<file path="src/logic/axi_sram_params.svh">
// Bus and memory widths for the AXI4 SRAM slave.
// Included by the package and by every module that sizes a vector from them.
// The SRAM holds 2**MEM_AW words of AXI_DW bits; upper address bits alias.

`ifndef AXI_SRAM_PARAMS_SVH
`define AXI_SRAM_PARAMS_SVH

// Data bus width in bits.
`define AXI_DW 64

`define AXI_AW 32 // Byte address width.
`define MEM_AW 14 // SRAM word address width.

// Byte offset bits inside one data word.
`define AXI_LSB 3

`endif

</file>
<file path="src/logic/axi_sram_pkg.sv">
// Shared types for the AXI4 SRAM slave.
// Channel payloads travel as packed structs; modules take them through
// a wildcard import in their header.

`include "axi_sram_params.svh"

package axi_sram_pkg;

	typedef enum logic [1:0] {
		burst_fixed = 2'b00, // Same address every beat.
		burst_incr  = 2'b01,
		burst_wrap  = 2'b10 // Handled as incr.
	} axi_burst_e;

	typedef enum logic [1:0] {
		resp_okay   = 2'b00,
		resp_exokay = 2'b01,
		resp_slverr = 2'b10,
		resp_decerr = 2'b11
	} axi_resp_e;

	// AW and AR share one layout.
	typedef struct packed {
		logic [`AXI_AW-1:0] addr;
		logic [7:0]         len; // Beats minus one.
		logic [2:0]         size; // Carried, always full width.
		axi_burst_e         burst;
	} axi_ax_t;

	typedef struct packed {
		logic [`AXI_DW-1:0]   data;
		logic [`AXI_DW/8-1:0] strb;
		logic                 last;
	} axi_w_t;

	typedef struct packed {
		logic [`AXI_DW-1:0] data;
		axi_resp_e          resp;
		logic               last;
	} axi_r_t;

	// One SRAM access, write when we is set.
	typedef struct packed {
		logic                 we;
		logic [`MEM_AW-1:0]   addr; // Word address.
		logic [`AXI_DW-1:0]   wdata;
		logic [`AXI_DW/8-1:0] wstrb;
	} mem_req_t;

endpackage

</file>
<file path="src/logic/axi_resp_gen.sv">
// Response side of the AXI4 SRAM slave.
// Raises b_valid the cycle after the last W beat and holds it until
// b_ready. For reads, r_valid rises the cycle after each issue, when the
// SRAM read register carries the word; the word stays there until the
// beat is taken because decode only issues while the slot is free.
// Also returns the B and final-R completion pulses to decode.

`timescale 1ns/100ps
`include "axi_sram_params.svh"

module axi_resp_gen import axi_sram_pkg::*; (
	input  logic               CLK,
	input  logic               arst_n,
	input  logic               wr_done,
	output logic               b_valid,
	input  logic               b_ready,
	output axi_resp_e          b_resp,
	input  logic               rd_issue,
	input  logic               rd_last,
	input  logic [`AXI_DW-1:0] rd_data,
	output axi_r_t             r,
	output logic               r_valid,
	input  logic               r_ready,
	output logic               rd_slot_free,
	output logic               b_done,
	output logic               r_done
);

	logic last_pend; // rd_last, one cycle late to match rd_data.

	assign b_resp = resp_okay;
	assign b_done = b_valid & b_ready;

	always_ff @(posedge CLK or negedge arst_n) begin
		if (!arst_n)
			b_valid <= 1'b0;
		else if (wr_done)
			b_valid <= 1'b1;
		else if (b_done)
			b_valid <= 1'b0;
	end

	// Read data only lands on the edge after an issue, and that edge also
	// raises r_valid, so a taken beat is enough to free the slot.
	assign rd_slot_free = ~r_valid | r_ready;

	assign r_done = r_valid & r_ready & last_pend;
	assign r      = '{data: rd_data, resp: resp_okay, last: last_pend};

	always_ff @(posedge CLK or negedge arst_n) begin
		if (!arst_n) begin
			r_valid   <= 1'b0;
			last_pend <= 1'b0;
		end else begin
			if (rd_issue) begin
				r_valid   <= 1'b1; // Refill, even while the old beat leaves.
				last_pend <= rd_last;
			end else if (r_valid && r_ready) begin
				r_valid   <= 1'b0;
				last_pend <= 1'b0;
			end
		end
	end

endmodule

</file>
<file path="config.mk">
export PLATFORM = sky130hd
export DESIGN_NAME = axi_resp_gen
export DESIGN_NICKNAME = d
export VERILOG_FILES = /design/src/logic/axi_sram_pkg.sv /design/src/logic/axi_resp_gen.sv
export VERILOG_INCLUDE_DIRS = /design/src /design/src/logic
export SDC_FILE = /design/constraint.sdc
export NUM_CORES = 1
export LEC_CHECK = 0
export BUFFER_PORTS_ARGS = -buffer_cell sky130_fd_sc_hd__buf_2
export CAP_MARGIN = 20
export CORE_AREA = 2 2 68 54
export DETAILED_ROUTE_END_ITERATION = 10
export DIE_AREA = 0 0 70 56
export PLACE_DENSITY = 0.84
export SLEW_MARGIN = 0
export SYNTH_ARGS = -nofsm -noshare
export SYNTH_HDL_FRONTEND = slang
export SYNTH_SLANG_ARGS = --single-unit
</file>
<file path="constraint.sdc">
create_clock -name CLK -period 0.8 [get_ports CLK]
set_input_delay 0.04 -clock CLK [delete_from_list [all_inputs] [get_ports CLK]]
set_output_delay 0.04 -clock CLK [all_outputs]
set_load 0.03 [all_outputs]
</file>
==> out/summary.txt <==
Sw Share -> 25.70%
Synth top area share -> 79.46%
worst setup path class -> reg2out
Gate Count Post-Synth -> 82
total track usage -> 5.463%
drt first pass iters -> 2
# DRC -> 0
synth top area cells -> buf_4 79%, dfrtp_1 12%, nand2b_1 1.9%, a21bo_1 1.5%, a21o_1 1.2%
Async S/R FF share, synth -> 100.0%
CP endpoint kind -> output port
failing checks -> setup timing
CTS clock-pin slew for the worst setup and hold paths -> 0.03 ns
Slew Limit Fails -> 0
final worst slack -> -0.1709 ns
routability cong. -> 0.5235
Die Area -> 3920 um^2
Final period util -> 121.4%
maximum VDD drop -> 261.0 uV
Yosys Warn Count -> 0
RSZ-0062 raised after global routing -> true
WL final -> 1.011 mm
Critical Path Fanout Max -> 4
Non-Filler Instances -> 76
share of cells above drive strength 1 -> 66.67%
Setup TNS -> -0.6892 ns
sequential cell area fraction in the yosys report -> 11.52%
minimum clock period -> 0.9709 ns
clk_lat worst skew -> 0.21 ns
fin nets -> 108
area of the core -> 3198 um^2
Worst Hold Margin -> 0.01733 ns
Req. time, crit path -> 0.76 ns
DRT antenna net count -> 0
DR iter-0 viols -> 3
Yosys top cell by area -> buf_4
LEAKAGE -> 0.1927 nW
final core utilization -> 12.40%
number of distinct library cells after synthesis -> 11
routed len/inst -> 13.30 um
placed insts -> 68
f_max -> 1030 MHz
die height -> 56 um
status -> finished with violations
Sw Pwr -> 0.2054 mW
# clock sinks -> 3
endpoints failing hold -> 0
PD cells -> 2016 nW/um^2
Starting Density -> 20.38%
Syn Area/Cell -> 7.950 um^2
H-tree depth -> 1
Clk pwr share -> 53.4%
crit start category -> flop
skew final -> 0.00002437 ns
sequential power share -> 22.0%
TritonCTS clock tree -> built
Area Overhead vs Synth -> -39.16%
worst hold path class -> in2reg
largest net degree at the start of global routing -> 5
cell row count -> 18
number of CTS-inserted buffers -> 3
vias in the first global route -> 278
Logic pwr share -> 24.6%
# IOs -> 145
critical path arrival -> 0.93 ns
global-route wire length before repair -> 1.455 mm
Yosys reg bits -> 3
top cells by instance count after synthesis -> 69 x buf_4, 3 x dfrtp_1, 2 x nand2b_1
via count -> 247
Chip Width -> 70 um
Vias/cell -> 3.250
Clock Tree Buf Depth -> 2
mapped cell area -> 651.9 um^2
number of flops mapped to enable cells by yosys -> 0
cell with the most instances after synthesis -> buf_4
fill count -> 373
I/O Buffers -> 12
final global-route overflow total -> 0
max-cap check violation count -> 0
root buffer cell -> clkbuf_8
Antenna diodes -> 0
total power -> 0.7994 mW
ys flop type -> dfrtp_1
r2r setup slk -> -0.04 ns
Int Pwr -> 0.5940 mW
# setup viols final -> 7
antenna violations before repair -> 0
==> power by group through the flow <==
stage | registers, mW | logic [mW] | clock network (mW)
3_3_place_gp | 0.176 | 0.139 | 0
2_1_floorplan | 0.190 | 0.698 | 0
4_1_cts | 0.176 | 0.185 | 0.443
5_1_grt | 0.178 | 0.209 | 0.462
3_5_place_dp | 0.177 | 0.138 | 0
6_report | 0.176 | 0.197 | 0.427
==> per-layer routing <==
| metal | global-route usage (%) | routed length (um) |
|---|---|---|
| met5 | 0 | 0 |
| met4 | 7.692 | 61 |
| met3 | 9.239 | 337 |
| met2 | 3.810 | 353 |
| met1 | 4.082 | 257 |
==> stage by stage <==
step                setup slack (ns)  cell area, um^2
floorplan                   -0.03281            675.6
global placement            -0.01865            267.8
detailed placement          -0.02989            267.8
CTS                          -0.1803            377.9
global route                 -0.2024            396.6
finish                       -0.1709            396.6
==> area by class of cell <==
type	count	area (um^2)	share of cell area, %
inverters	1	3.754	0.9464
multi-input cells	12	88.84	22.40
well taps	40	50.05	12.62
flip-flops and latches	3	77.57	19.56
clock buffers	4	45.04	11.36
repair buffers	16	131.4	33.12
==> critical path: stages, from the launching register on <==
cell,delay [ns]
dfrtp_2,0.43
and3_4,0.16
buf_6,0.13
==> sequential cells by signal (all words and copies together) (netlist names) <==
register,count
r_valid,1
last_pend,1
b_valid,1
==> timing repair <==
action	CTS	global route
resized for setup	13	2
pin swaps	2	1
endpoints found under the hold margin	3	0
hold buffers	1	0
setup buffers	2	1
endpoints found under the setup margin	6	8
==> cell families after synthesis <==
kind of cell / Yosys count / share of synthesized area (%)
buf+inv: 70 / 80.04
simple gates: 5 / 4.415
compound gates: 3 / 3.455
flops: 3 / 11.52
other cells: 1 / 0.5753
==> path summary, 6_finish.rpt <==
path                            from        end  cells after the start
setup reg to reg           last_pend  last_pend                      3
hold / removal               wr_done    b_valid                      2
setup / recovery             r_valid     r_done                      2
min in group asynchronous     arst_n  last_pend                      2
max in group asynchronous     arst_n    b_valid                      2
hold reg to reg              b_valid    b_valid                      2
==> layout by cell type, fill, tap and decap left out <==
cell type and count:
clkbuf_1 1, and3_4 1, conb_1 4, buf_6 7, o21ai_1 1, clkbuf_8 3
a21bo_1 1, dlygate4sd3_1 1, buf_2 7, buf_4 1, and2_4 1, nand2_1 1
inv_1 1, dfrtp_2 2, dfrtp_1 1, nand2b_4 2, a21o_1 1
Note: power is estimated with default switching activity, not from simulation.
