File: config.mk
export PLATFORM = sky130hd
export DESIGN_NAME = axi_burst_decode
export DESIGN_NICKNAME = d
export VERILOG_FILES = /design/src/logic/axi_sram_pkg.sv /design/src/logic/axi_burst_decode.sv
export VERILOG_INCLUDE_DIRS = /design/src /design/src/logic
export SDC_FILE = /design/constraint.sdc
export NUM_CORES = 1
export LEC_CHECK = 0
export BUFFER_PORTS_ARGS = -buffer_cell sky130_fd_sc_hd__clkbuf_2
export CAP_MARGIN = 0
export CORE_AREA = 5 5 99 101
export CTS_BUF_LIST = sky130_fd_sc_hd__clkbuf_2
export CTS_CLUSTER_SIZE = 20
export DETAILED_ROUTE_END_ITERATION = 10
export DIE_AREA = 0 0 104 106
export GPL_ROUTABILITY_DRIVEN = 0
export PLACE_DENSITY = 0.74
export SLEW_MARGIN = 20
export SYNTH_ARGS = -nofsm -noshare
export SYNTH_HDL_FRONTEND = slang
export SYNTH_SLANG_ARGS = --single-unit
File: constraint.sdc
create_clock -name CLK -period 2.4 [get_ports CLK]
set_clock_uncertainty 0.15 [all_clocks]
set_input_delay 0.12 -clock CLK [delete_from_list [all_inputs] [get_ports CLK]]
set_output_delay 0.12 -clock CLK [all_outputs]
set_load 0.1 [all_outputs]
File: src/logic/axi_sram_params.svh
// Bus and memory widths for the AXI4 SRAM slave.
// Included by the package and by every module that sizes a vector from them.
// The SRAM holds 2**MEM_AW words of AXI_DW bits; upper address bits alias.

`ifndef AXI_SRAM_PARAMS_SVH
`define AXI_SRAM_PARAMS_SVH

// Data bus width in bits.
`define AXI_DW 64

`define AXI_AW 32 // Byte address width.
`define MEM_AW 14 // SRAM word address width.

// Byte offset bits inside one data word.
`define AXI_LSB 3

`endif

File: src/logic/axi_sram_pkg.sv
// Shared types for the AXI4 SRAM slave.
// Channel payloads travel as packed structs; modules take them through
// a wildcard import in their header.

`include "axi_sram_params.svh"

package axi_sram_pkg;

	typedef enum logic [1:0] {
		burst_fixed = 2'b00, // Same address every beat.
		burst_incr  = 2'b01,
		burst_wrap  = 2'b10 // Handled as incr.
	} axi_burst_e;

	typedef enum logic [1:0] {
		resp_okay   = 2'b00,
		resp_exokay = 2'b01,
		resp_slverr = 2'b10,
		resp_decerr = 2'b11
	} axi_resp_e;

	// AW and AR share one layout.
	typedef struct packed {
		logic [`AXI_AW-1:0] addr;
		logic [7:0]         len; // Beats minus one.
		logic [2:0]         size; // Carried, always full width.
		axi_burst_e         burst;
	} axi_ax_t;

	typedef struct packed {
		logic [`AXI_DW-1:0]   data;
		logic [`AXI_DW/8-1:0] strb;
		logic                 last;
	} axi_w_t;

	typedef struct packed {
		logic [`AXI_DW-1:0] data;
		axi_resp_e          resp;
		logic               last;
	} axi_r_t;

	// One SRAM access, write when we is set.
	typedef struct packed {
		logic                 we;
		logic [`MEM_AW-1:0]   addr; // Word address.
		logic [`AXI_DW-1:0]   wdata;
		logic [`AXI_DW/8-1:0] wstrb;
	} mem_req_t;

endpackage

File: src/logic/axi_burst_decode.sv
// Burst control for the AXI4 SRAM slave.
// Accepts one AW or AR at a time (AW first when both are valid), counts
// the beats, steps the word address and issues one SRAM request per beat.
// Write beats go to the SRAM on their W transfer; read beats are issued
// whenever the response stage has room for the returned word.

`timescale 1ns/100ps
`include "axi_sram_params.svh"

module axi_burst_decode import axi_sram_pkg::*; (
	input  logic     CLK,
	input  logic     arst_n,
	input  axi_ax_t  aw,
	input  logic     aw_valid,
	output logic     aw_ready,
	input  axi_w_t   w,
	input  logic     w_valid,
	output logic     w_ready,
	input  axi_ax_t  ar,
	input  logic     ar_valid,
	output logic     ar_ready,
	output logic     wr_done,
	input  logic     b_done,
	output logic     rd_issue,
	output logic     rd_last,
	input  logic     rd_slot_free,
	input  logic     r_done,
	output mem_req_t mem_req,
	output logic     mem_en
);

	typedef enum logic [2:0] {
		st_idle,
		st_write,
		st_wr_resp,
		st_read,
		st_rd_drain
	} state_e;

	state_e             state;
	state_e             state_nxt;
	axi_ax_t            ax_sel;
	axi_burst_e         burst_q;
	logic [7:0]         len_q;
	logic [7:0]         beat_cnt;
	logic [`MEM_AW-1:0] addr_q;
	logic [`MEM_AW-1:0] addr_step;
	logic               ax_fire;
	logic               w_fire;
	logic               beat_end;

	assign aw_ready = (state == st_idle) & aw_valid;
	assign ar_ready = (state == st_idle) & ar_valid & ~aw_valid; // AW has priority.
	assign ax_fire  = aw_ready | ar_ready;
	assign ax_sel   = aw_valid ? aw : ar;

	assign w_ready  = (state == st_write);
	assign w_fire   = w_ready & w_valid;
	assign rd_issue = (state == st_read) & rd_slot_free;

	// Burst ends on the beat count, w.last is not looked at.
	assign beat_end = (beat_cnt == len_q);
	assign wr_done  = w_fire & beat_end;
	assign rd_last  = rd_issue & beat_end;

	assign addr_step = (burst_q == burst_fixed) ? addr_q : addr_q + 1'b1; // Wrap as incr.

	assign mem_en  = w_fire | rd_issue;
	assign mem_req = '{we: w_ready, addr: addr_q, wdata: w.data, wstrb: w.strb};

	always_comb begin
		state_nxt = state;
		case (state)
			st_idle: begin
				if (aw_ready)
					state_nxt = st_write;
				else if (ar_ready)
					state_nxt = st_read;
			end
			st_write:    if (wr_done) state_nxt = st_wr_resp;
			st_wr_resp:  if (b_done) state_nxt = st_idle;
			st_read:     if (rd_last) state_nxt = st_rd_drain; // Wait for the R side.
			st_rd_drain: if (r_done) state_nxt = st_idle;
			default:     state_nxt = st_idle;
		endcase
	end

	always_ff @(posedge CLK or negedge arst_n) begin
		if (!arst_n) begin
			state    <= st_idle;
			beat_cnt <= '0;
		end else begin
			state <= state_nxt;
			if (ax_fire)
				beat_cnt <= '0;
			else if (mem_en)
				beat_cnt <= beat_cnt + 8'd1; // One per W beat or read issue.
		end
	end

	// Burst parameters, captured on the accepting edge.
	always_ff @(posedge CLK) begin
		if (ax_fire) begin
			burst_q <= ax_sel.burst;
			len_q   <= ax_sel.len;
			addr_q  <= ax_sel.addr[`AXI_LSB +: `MEM_AW]; // Upper bits alias.
		end else if (mem_en) begin
			addr_q <= addr_step;
		end
	end

endmodule

==> results.md, run 1 <==
* Number of routed nets with antenna violations at 0
* CTS root buf: clkbuf_2
* Post-layout nets at 496
* Mapped Cells at 271
* Largest net degree at the start of global routing at 38
* Slew Limit Fails at 0
* Vias in the first global route at 2121
* Pwr dens at 999 mW/mm2
* Diode count at 0
* Vias per inst at 4.69
* Most frequent cell after synthesis: buf_4
* Worst vdd rail ir drop at 0.535 mV
* Initial DRC Count at 104
* Minimum clock period at 2.26 ns
* Worst stage delay on the critical path at 0.54 ns
* Height of the die at 106 um
* Post-synth top area share at 0.268
* Area delta synth->final at 19.3%
* CTS tree: built
* DRT Pass-1 Iters at 4
* Synth area leaders: edfxtp_1, buf_4, dfrtp_1, xnor2_1, mux2_2
* Slew margin rel. at 0.607
* Leakage at 1.29 nW
* Residual DRC count at 0
* FF-to-FF Start: beat_cnt[0]$_DFFE_PN0P_
* Placed cell count at 381
* Clk Latency, worst-skew pair at 0.36 ns
* Synth async-reset ratio at 0.314
* Post-synth top flop: edfxtp_1
* Outcome: finished, final reports clean
* Reg clk slew, reported paths at 0.18 ns
* Peak Freq at 442 MHz
* Port bufs at 77
* Register area share after synthesis at 0.370
* EDFF count, synth at 24
* Area leader, netlist: edfxtp_1
* Net Count, Synth at 444
* Clock buffer depth at 2
* Antenna violations before repair at 0
* Final hold violations at 0
* Kind of critical path: register to register
* Hold_ws at 0.0414 ns
* Syn_area_per_cell at 9.94 um2
* Crit end category: register
* Layout cells sized above 1 at 0.361
* CP delay by family, top: simple AND/OR/NAND/NOR gates
* Hold crit path type: primary input to register
* Die area at 0.0110 mm2
* Die W at 104 um
* Via count at 2042
* IO Count at 265
* Flops & latches, synth at 35
* Type of origin of the critical path: register
* Top post-synthesis cells by count: buf_4, edfxtp_1, xnor2_1
* Post-route setup slack at 0.140 ns
* Worst EP required at 2.56 ns
* TritonCTS Buffers at 5
* Initial Util at 0.302
* Distinct cells, synth at 41
* Measured slew at the worst slew-check pin at 0.592 ns
* Final setup fails at 0
* Synthesized cell area at 0.00269 mm2
* Fin crit share at 0.942
* Peak fanout along the critical path at 4
* Sink Count at 35
* DRT Wirelength at 6360 um
* DP Worst Slack at 0.398 ns
* Total of max-cap violations at 0
* Setup_tns at 0 ns
* HPWL Detailed at 4510 um
* Hold path start: rd_slot_free
* Ys Warns at 0
* Routed WL per cell at 14.6 um
* Critical path cell sequence: xnor2_1 > nand4_1 > or4_1 > nand3_1 > dlygate4sd3_1
* Row count at 35
* Worst path slowest cell: or4_1
* Crit path buffers/inverters at 1
* Data arrival time of the critical path at 2.42 ns
* Core Footprint at 0.00893 mm2
* Total global-route track usage at 0.110
* First-pass GRT wire length at 10000 um
* Final Instance Count excl. Fillers at 435
* Worst setup path start: beat_cnt[0]$_DFFE_PN0P_
* Global route overflow at 0
* H-tree Lvls at 2
worst min-delay path, cell delays in order:
cell	delay, ns
clkbuf_2	0.12
nand2_1	0.15
o31ai_1	0.11
path summary, 6_finish.rpt:
path | endpoint | slack (ns) | depth (start not counted)
max in group asynchronous | beat_cnt[3]$_DFFE_PN0P_ | 1.13 | 3
worst min register to register | beat_cnt[6]$_DFFE_PN0P_ | 0.40 | 1
worst max register to register | state[1]$_DFFE_PN0P_ | 0.14 | 5
worst max-delay path | state[1]$_DFFE_PN0P_ | 0.14 | 5
min in group asynchronous | beat_cnt[7]$_DFFE_PN0P_ | 0.62 | 3
worst min-delay path | state[2]$_DFFE_PN0P_ | 0.04 | 3
layout make-up:
cell class                      count  area (um2)
Tap cell                          111         139
Clock inverter                      3        38.8
Multi-Input combinational cell    150        1110
Clock buffer                        5        25.0
Sequential cell                    35         996
Inverter                            4        15.0
Fill cell                         913        5720
Timing Repair Buffer              127         890
through the flow:
stage                      util  instance area (um2)  power [mW]
after CTS                 0.356                 3180        3.21
after detailed placement  0.301                 2690        2.76
final                     0.360                 3210        3.21
after global placement    0.301                 2690        2.73
after floorplan               -                 2710        3.03
after global routing      0.360                 3210        3.39
where the power goes:
| part | internal, mW | switching [mW] | total (mW) |
|---|---|---|---|
| sequential | 0.868 | 0.226 | 1.09 |
| combinational | 0.494 | 1.25 | 1.75 |
| clock | 0.172 | 0.198 | 0.370 |
| total | 1.53 | 1.68 | 3.21 |
logic make-up (layout without fill, tap and decap cells):
group                      count (synthesis)  count (layout)  share of synthesized area
AOI/OAI and AO/OA                         33              33                     0.0757
xor gates and xnor gates                  25              25                     0.0813
adders and majority gates                  2               2                    0.00929
buffers and inverters                     86             139                      0.228
DFF                                       35              35                      0.370
muxes                                     18              18                     0.0762
and+or+nand+nor                           72              72                      0.160
repair_timing:
item,4_1_cts,5_1_grt
buffers inserted,0,3
pin swaps,0,2
endpoints found under the hold margin,37,0
resized for setup,1,2
hold buffers,43,0
setup endpoints to repair,1,2
sequential cells by signal, indices dropped and copies added (netlist names):
name	cells
addr_q	14
beat_cnt	8
len_q	8
state	3
burst_q	2
layout by cell type (no fill, tap or decap), types with 6 or more instances in the layout:
| cell type | instances |
|---|---|
| a211oi_1 | 10 |
| a21oi_1 | 11 |
| buf_4 | 6 |
| clkbuf_2 | 80 |
| dfrtp_1 | 11 |
| dlygate4sd3_1 | 43 |
| edfxtp_1 | 24 |
| mux2_2 | 10 |
| mux2i_1 | 7 |
| nand2_1 | 15 |
| nand3_1 | 6 |
| nor2_1 | 11 |
| nor2b_1 | 10 |
| nor3_1 | 6 |
| o21ai_0 | 6 |
| xnor2_1 | 24 |
layer usage:
layer	vias up	GRT usage	routed length (um)
met5	-	0	0
met3	38	0.0437	564
li1	970	-	-
met2	102	0.198	3300
met4	0	0.0629	251
met1	932	0.107	2240
(Power assumes the default switching activity.)
==> inputs of run 2 (changes only) <==
CTS_BUF_LIST = sky130_fd_sc_hd__clkbuf_8   (was sky130_fd_sc_hd__clkbuf_2)
RECOVER_POWER = 50   (was not set)
clock period = 2.14 ns   (was 2.4 ns; I/O delays follow)
==> run 2 against run 1 <==
Net effect:
- sequential power increased by 13%
- core utilization decreased by 0.67 points
- critical endpoint is now rd_last
- routed wire length decreased by 5.4%
- combinational power increased by 13%
- die area unchanged
- first-iteration DRC count decreased by 55%
- via count decreased by 3.7%
- final cell count decreased by 3.9%
- final area decreased by 1.9%
- count of clock-buffer cells in the layout unchanged
- flip-flop and latch count unchanged
- largest cell class unchanged
==> results.md, run 2 (synthesis gave the netlist of run 1 again) <==
* Seq pwr share at 0.312 (-0.029)
* Worst stage delay on the critical path at 0.45 ns (-0.09 ns)
* Register area at 997 um2 (+0.13%)
* Endpoint of the worst hold path: addr_q[12]$_DFFE_PP_
* Clock share of power at 0.184 (+0.069)
* Peak Freq at 478 MHz
* Hold depth at 3 (unchanged)
* DRT Wirelength at 6010 um (-5.4%)
* Worst EP required at 1.88 ns (-0.68 ns)
* Slew Limit Fails at 0 (unchanged)
* Clk Latency, worst-skew pair at 0.28 ns (-0.08 ns)
* Type of origin of the critical path: register
* Measured slew at the worst slew-check pin at 0.864 ns (+0.272 ns)
* Initial DRC Count at 47 (-55%)
* Reg clk slew, reported paths at 0.08 ns (-0.10 ns)
* Die area at 0.0110 mm2 (unchanged)
* GR peak layer: met2
* Max reg flops at 14 (unchanged)
* Core Footprint at 0.00893 mm2 (unchanged)
* Vias in the first global route at 2054 (-3.2%)
* HPWL Detailed at 4500 um (-0.24%)
* FF-to-FF Start: state[0]$_DFFE_PN0P_
* Sink Count at 35 (unchanged)
* Outcome: finished, final reports clean
* Overall Power at 3.93 mW (+22%)
* Largest registers: addr_q (14), beat_cnt (8), len_q (8)
* Minimum clock period at 2.09 ns
* Placed cell count at 384 (+0.79%)
* Layout Utilization at 0.353 (-0.00672)
* Antenna violations before repair at 0 (unchanged)
* Routed WL per cell at 14.4 um (-1.5%)
* Int Power at 2.00 mW (+31%)
* GR Util met2 at 0.184 (-0.0137)
* Critical path cell sequence: xnor2_2 > nand4_1 > or2_4 > nor3_4 > buf_12
* Peak fanout along the critical path at 4 (unchanged)
* Data arrival time of the critical path at 1.83 ns (-0.59 ns)
* Filler Cell Count at 927 (+1.5%)
* TritonCTS Buffers at 5 (unchanged)
* DP Worst Slack at 0.232 ns (-0.167 ns)
* Layout cells sized above 1 at 0.404 (+0.0428)
* Biggest register: addr_q
* Vias per inst at 4.71 (+0.24%)
* Number of routed nets with antenna violations at 0 (unchanged)
* Crit end category: primary output
* Switching share of power at 0.490 (-0.0322)
* Global route overflow at 0 (unchanged)
* Post-layout nets at 479 (-3.4%)
* Die W at 104 um (unchanged)
* Largest net degree at the start of global routing at 38 (unchanged)
* Final Instance Count excl. Fillers at 418 (-3.9%)
* Initial Util at 0.302 (unchanged)
* Via count at 1967 (-3.7%)
* Post-route setup slack at 0.0486 ns (-0.0913 ns)
* Leakage at 1.26 nW (-2.8%)
* Residual DRC count at 0 (unchanged)
* Height of the die at 106 um (unchanged)
* Reg2reg setup slack at 0.24 ns (+0.10 ns)
* Hold crit path type: primary input to register
* Row count at 35 (unchanged)
* CTS tree: built
* Kind of critical path: register to primary output
* Area delta synth->final at 17.0%
* RSZ-0062 raised after global routing: yes
* Leading cell type in the layout, fill and taps excluded: clkbuf_2
* Fin crit share at 0.977
* Worst vdd rail ir drop at 0.526 mV (-1.7%)
* Worst path slowest cell: dfrtp_2
* Pwr dens at 1250 mW/mm2 (+25%)
* Combinational power share at 0.504 (-0.040)
* Met3 Use GR at 0.0304 (-0.0134)
* Clock buffer depth at 2 (unchanged)
* Most frequent cells in the layout: clkbuf_2, edfxtp_1, xnor2_1
* Slew margin rel. at 0.424 (-0.183)
* H-tree Lvls at 2 (unchanged)
* Final setup fails at 0 (unchanged)
* R2r endpoint: addr_q[9]$_DFFE_PP_
* CP delay by family, top: simple AND/OR/NAND/NOR gates
* R2R cell count at 4 (-1)
* Total net switching power at 1.93 mW (+15%)
* DRT Pass-1 Iters at 6 (+2)
* IO Count at 265 (unchanged)
* Total of max-cap violations at 0 (unchanged)
* Diode count at 0 (unchanged)
* Crit path buffers/inverters at 1 (unchanged)
* Total global-route track usage at 0.105 (-0.00556)
* Hold path start: aw[28]
* Area of the multi-input gates at 0.00113 mm2 (+1.9%)
* CTS root buf: clkbuf_8
* GRT met1 Usage at 0.114 (+0.00626)
* Final hold violations at 0 (unchanged)
* Port bufs at 77 (unchanged)
* First-pass GRT wire length at 9610 um (-4.0%)
## run 2: cell count changes in the layout (fill, tap and decap cells not counted), sizes merged
cell,previous run,this run
clkinv,3,1
dlygate4sd3,43,22
buf,8,15
clkinvlp,0,1
bufinv,1,2
clkbuf,81,78
## run 2: area by class of cell
type / count / share of cell area
sequential: 35 / 0.316
timing repair buffer: 110 / 0.233
multi-input combinational: 150 / 0.359
clock inverter: 3 / 0.0214
tap: 111 / 0.0440
clock buffer: 5 / 0.0218
inverter: 4 / 0.00476
## run 2: worst max-delay path by stage
stage	from	end	slack, ns	depth (start not counted)
2_1_floorplan	addr_q[0]$_DFFE_PP_	addr_q[12]$_DFFE_PP_	-0.22	5
3_3_place_gp	state[0]$_DFFE_PN0P_	addr_q[9]$_DFFE_PP_	0.25	4
3_5_place_dp	beat_cnt[0]$_DFFE_PN0P_	rd_last	0.23	5
4_1_cts	beat_cnt[2]$_DFFE_PN0P_	rd_last	0.001	5
5_1_grt	beat_cnt[0]$_DFFE_PN0P_	rd_last	-0.08	5
6_report	beat_cnt[0]$_DFFE_PN0P_	rd_last	0.05	5
## run 2: layer usage
layer  wire (um)  up-vias
li1            -      940
met1        2300      919
met2        3170       79
met3         377       29
met4         163        0
met5           0        -
## run 2: per-stage QoR
| step | TNS, ns | hold slack [ns] | instance area, um2 |
|---|---|---|---|
| 2_1_floorplan | -3.86 | -0.339 | 2730 |
| 3_3_place_gp | 0 | -0.149 | 2760 |
| 3_5_place_dp | 0 | -0.143 | 2760 |
| 4_1_cts | 0 | 0.0177 | 3120 |
| 5_1_grt | -0.0846 | 0.0393 | 3150 |
| 6_report | 0 | 0.0239 | 3150 |
## run 2: worst min-delay path, stage by stage
cell and delay (ns):
clkbuf_2 0.08, a211oi_1 0.06, a21oi_1 0.10
## run 2: power by group through the flow
stage                     registers (mW)  logic (mW)  clock network (mW)
final                               1.23        1.98               0.721
after global routing                1.26        2.12               0.776
after CTS                           1.22        1.97               0.737
after detailed placement            1.23        1.92                   0
after global placement              1.22        1.89                   0
after floorplan                     1.83        1.58                   0
## run 2: what timing repair did
item | CTS | global route
endpoints found under the setup margin | 1 | 1
hold endpoints to repair | 22 | 0
pin swaps | 2 | 1
setup buffers | 0 | 4
hold buffers | 22 | 0
resized for setup | 2 | 1
==> inputs of run 3 (changes only) <==
PLACE_DENSITY = 0.7   (was 0.74)
==> run 3 against run 2 <==
Net effect:
- die area unchanged
- sequential share of layout area increased by 0.11 points
- flip-flop and latch count unchanged
- setup slack improved by 0.057 ns
- count of clock-buffer cells in the layout unchanged
- register-to-register slack got worse by 0.04 ns
- worst hold slack improved by 0.0088 ns
- core utilization about the same
- first-iteration DRC count increased by 57%
- sequential power about the same
- critical path depth unchanged
==> results.md, run 3 (synthesis gave the netlist of run 1 again) <==
* CTS tree: built
* Type of origin of the critical path: register
* Largest registers: addr_q (14), beat_cnt (8), len_q (8)
* Measured slew at the worst slew-check pin at 0.829 ns (-0.0342 ns)
* Number of routed nets with antenna violations at 0 (unchanged)
* Layout Utilization at 0.353 (about the same)
* First-pass GRT wire length at 9760 um (+1.6%)
* Leading cell type in the layout, fill and taps excluded: clkbuf_2
* DRT Pass-1 Iters at 4 (-2)
* Total of max-cap violations at 0 (unchanged)
* DRT Wirelength at 6170 um (+2.6%)
* IO Count at 265 (unchanged)
* CTS root buf: clkbuf_8
* Peak Freq at 492 MHz (+2.8%)
* R2R cell count at 4 (unchanged)
* Slew margin rel. at 0.447 (+0.0227)
* Core Footprint at 0.00893 mm2 (unchanged)
* Reg clk slew, reported paths at 0.08 ns (about the same)
* Overall Power at 3.93 mW (about the same)
* Reg2reg setup slack at 0.20 ns (-0.04 ns)
* Post-layout nets at 476 (-0.63%)
* Layout cells sized above 1 at 0.411 (+0.00728)
* Height of the die at 106 um (unchanged)
* Die area at 0.0110 mm2 (unchanged)
* Diode count at 0 (unchanged)
* Die W at 104 um (unchanged)
* Minimum clock period at 2.03 ns (-0.0575 ns)
* Hold path start: aw[29]
* Hold depth at 3 (unchanged)
* Sink Count at 35 (unchanged)
* Max reg flops at 14 (unchanged)
* Switching share of power at 0.489 (-0.00138)
* Int Power at 2.01 mW (+0.26%)
* Leakage at 1.25 nW (-0.65%)
* FF-to-FF Start: state[0]$_DFFE_PN0P_
* Row count at 35 (unchanged)
* RSZ-0062 raised after global routing: no
* Clock buffer depth at 2 (unchanged)
* Port bufs at 77 (unchanged)
* R2r endpoint: len_q[7]$_DFFE_PN_
* Routed WL per cell at 14.9 um (+3.4%)
* Kind of critical path: register to primary output
* Via count at 1904 (-3.2%)
* Slew Limit Fails at 0 (unchanged)
* Vias in the first global route at 2028 (-1.3%)
* Biggest register: addr_q
* Initial DRC Count at 74 (+57%)
* Total global-route track usage at 0.107 (+0.00199)
* Outcome: finished, final reports clean
* Data arrival time of the critical path at 1.78 ns (-0.05 ns)
* Global route overflow at 0 (unchanged)
* Final setup fails at 0 (unchanged)
* Fin crit share at 0.950 (-0.0269)
* HPWL Detailed at 4650 um (+3.4%)
* H-tree Lvls at 2 (unchanged)
* Initial Util at 0.302 (unchanged)
* Worst vdd rail ir drop at 0.618 mV (+17%)
* Residual DRC count at 0 (unchanged)
* Pwr dens at 1250 mW/mm2 (about the same)
* Crit end category: primary output
* Total net switching power at 1.92 mW (-0.29%)
* Hold_ws at 0.0327 ns (+0.00880 ns)
* Worst EP required at 1.88 ns (about the same)
* Endpoint of the worst hold path: addr_q[13]$_DFFE_PP_
* Hold crit path type: primary input to register
* TritonCTS Buffers at 5 (unchanged)
* Combinational power share at 0.504 (about the same)
* Vias per inst at 4.59 (-2.5%)
* Largest net degree at the start of global routing at 38 (unchanged)
* Most frequent cells in the layout: clkbuf_2, edfxtp_1, xnor2_1, dlygate4sd3_1, nand2_1
* Area delta synth->final at 17.1% (about the same)
* Clock share of power at 0.183 (about the same)
* Peak fanout along the critical path at 4 (unchanged)
* Clk Latency, worst-skew pair at 0.29 ns (about the same)
* Antenna violations before repair at 0 (unchanged)
* Final hold violations at 0 (unchanged)
* Seq pwr share at 0.313 (about the same)
run 3: cell types whose count changed in the layout (fill, tap and decap cells not counted):
cell | previous run | this run
buf_12 | 3 | 4
buf_4 | 12 | 8
dfrtp_1 | 10 | 7
dfrtp_2 | 1 | 4
xnor2_1 | 23 | 22
xnor2_2 | 1 | 2
run 3: area by class of cell:
cell class / count / area (um2)
Clock inverter: 3 / 67.6
Multi-Input combinational cell: 150 / 1140
Timing Repair Buffer: 107 / 724
Clock buffer: 5 / 68.8
Inverter: 4 / 15.0
Sequential cell: 35 / 1000
Tap cell: 111 / 139
Fill cell: 937 / 5780
run 3: worst max-delay path: stages (launching register included):
cell     delay, ns
dfrtp_2       0.45
xnor2_2       0.17
nand4_1       0.15
or2_4         0.31
nor3_4        0.20
buf_12        0.20
run 3: per-stage QoR:
step                      std cells  worst slack (ns)  TNS, ns  area (um2)
after global placement          383             0.173        0        2760
after detailed placement        383             0.130        0        2760
after global routing            415           0.00469        0        3150
after floorplan                 271            -0.217    -3.86        2730
after CTS                       415            0.0308        0        3140
final                           415             0.106        0        3150
run 3: power by group through the flow:
stage	clock network, mW	registers (mW)	logic, mW
floorplan	0	1.83	1.58
global placement	0	1.22	1.90
detailed placement	0	1.23	1.92
CTS	0.736	1.22	1.98
global route	0.756	1.27	2.11
finish	0.719	1.23	1.98
run 3: worst max path at each step:
stage	startpoint	to	slack [ns]	cells after the start
CTS	beat_cnt[2]$_DFFE_PN0P_	rd_last	0.03	5
floorplan	addr_q[0]$_DFFE_PP_	addr_q[12]$_DFFE_PP_	-0.22	5
detailed placement	ar_valid	len_q[6]$_DFFE_PN_	0.13	4
global route	beat_cnt[3]$_DFFE_PN0P_	rd_last	0.005	5
finish	beat_cnt[0]$_DFFE_PN0P_	rd_last	0.11	5
global placement	ar_valid	len_q[4]$_DFFE_PN_	0.17	4
run 3: repair_timing:
item                                    4_1_cts  5_1_grt
pin swaps                                     2        3
endpoints found under the setup margin        1        1
buffers inserted                              2        0
endpoints found under the hold margin        22        0
resized for setup                             1        6
hold buffers                                 22        0
run 3: per-layer routing:
layer  routed length, um  vias up  global-route usage  share of wire
met3                 428       26              0.0316          0.069
met2                3170       77               0.191           0.51
met5                   0        -                   0              0
met4                 122        0              0.0490          0.020
li1                    -      939                   -              -
met1                2450      862               0.116           0.40
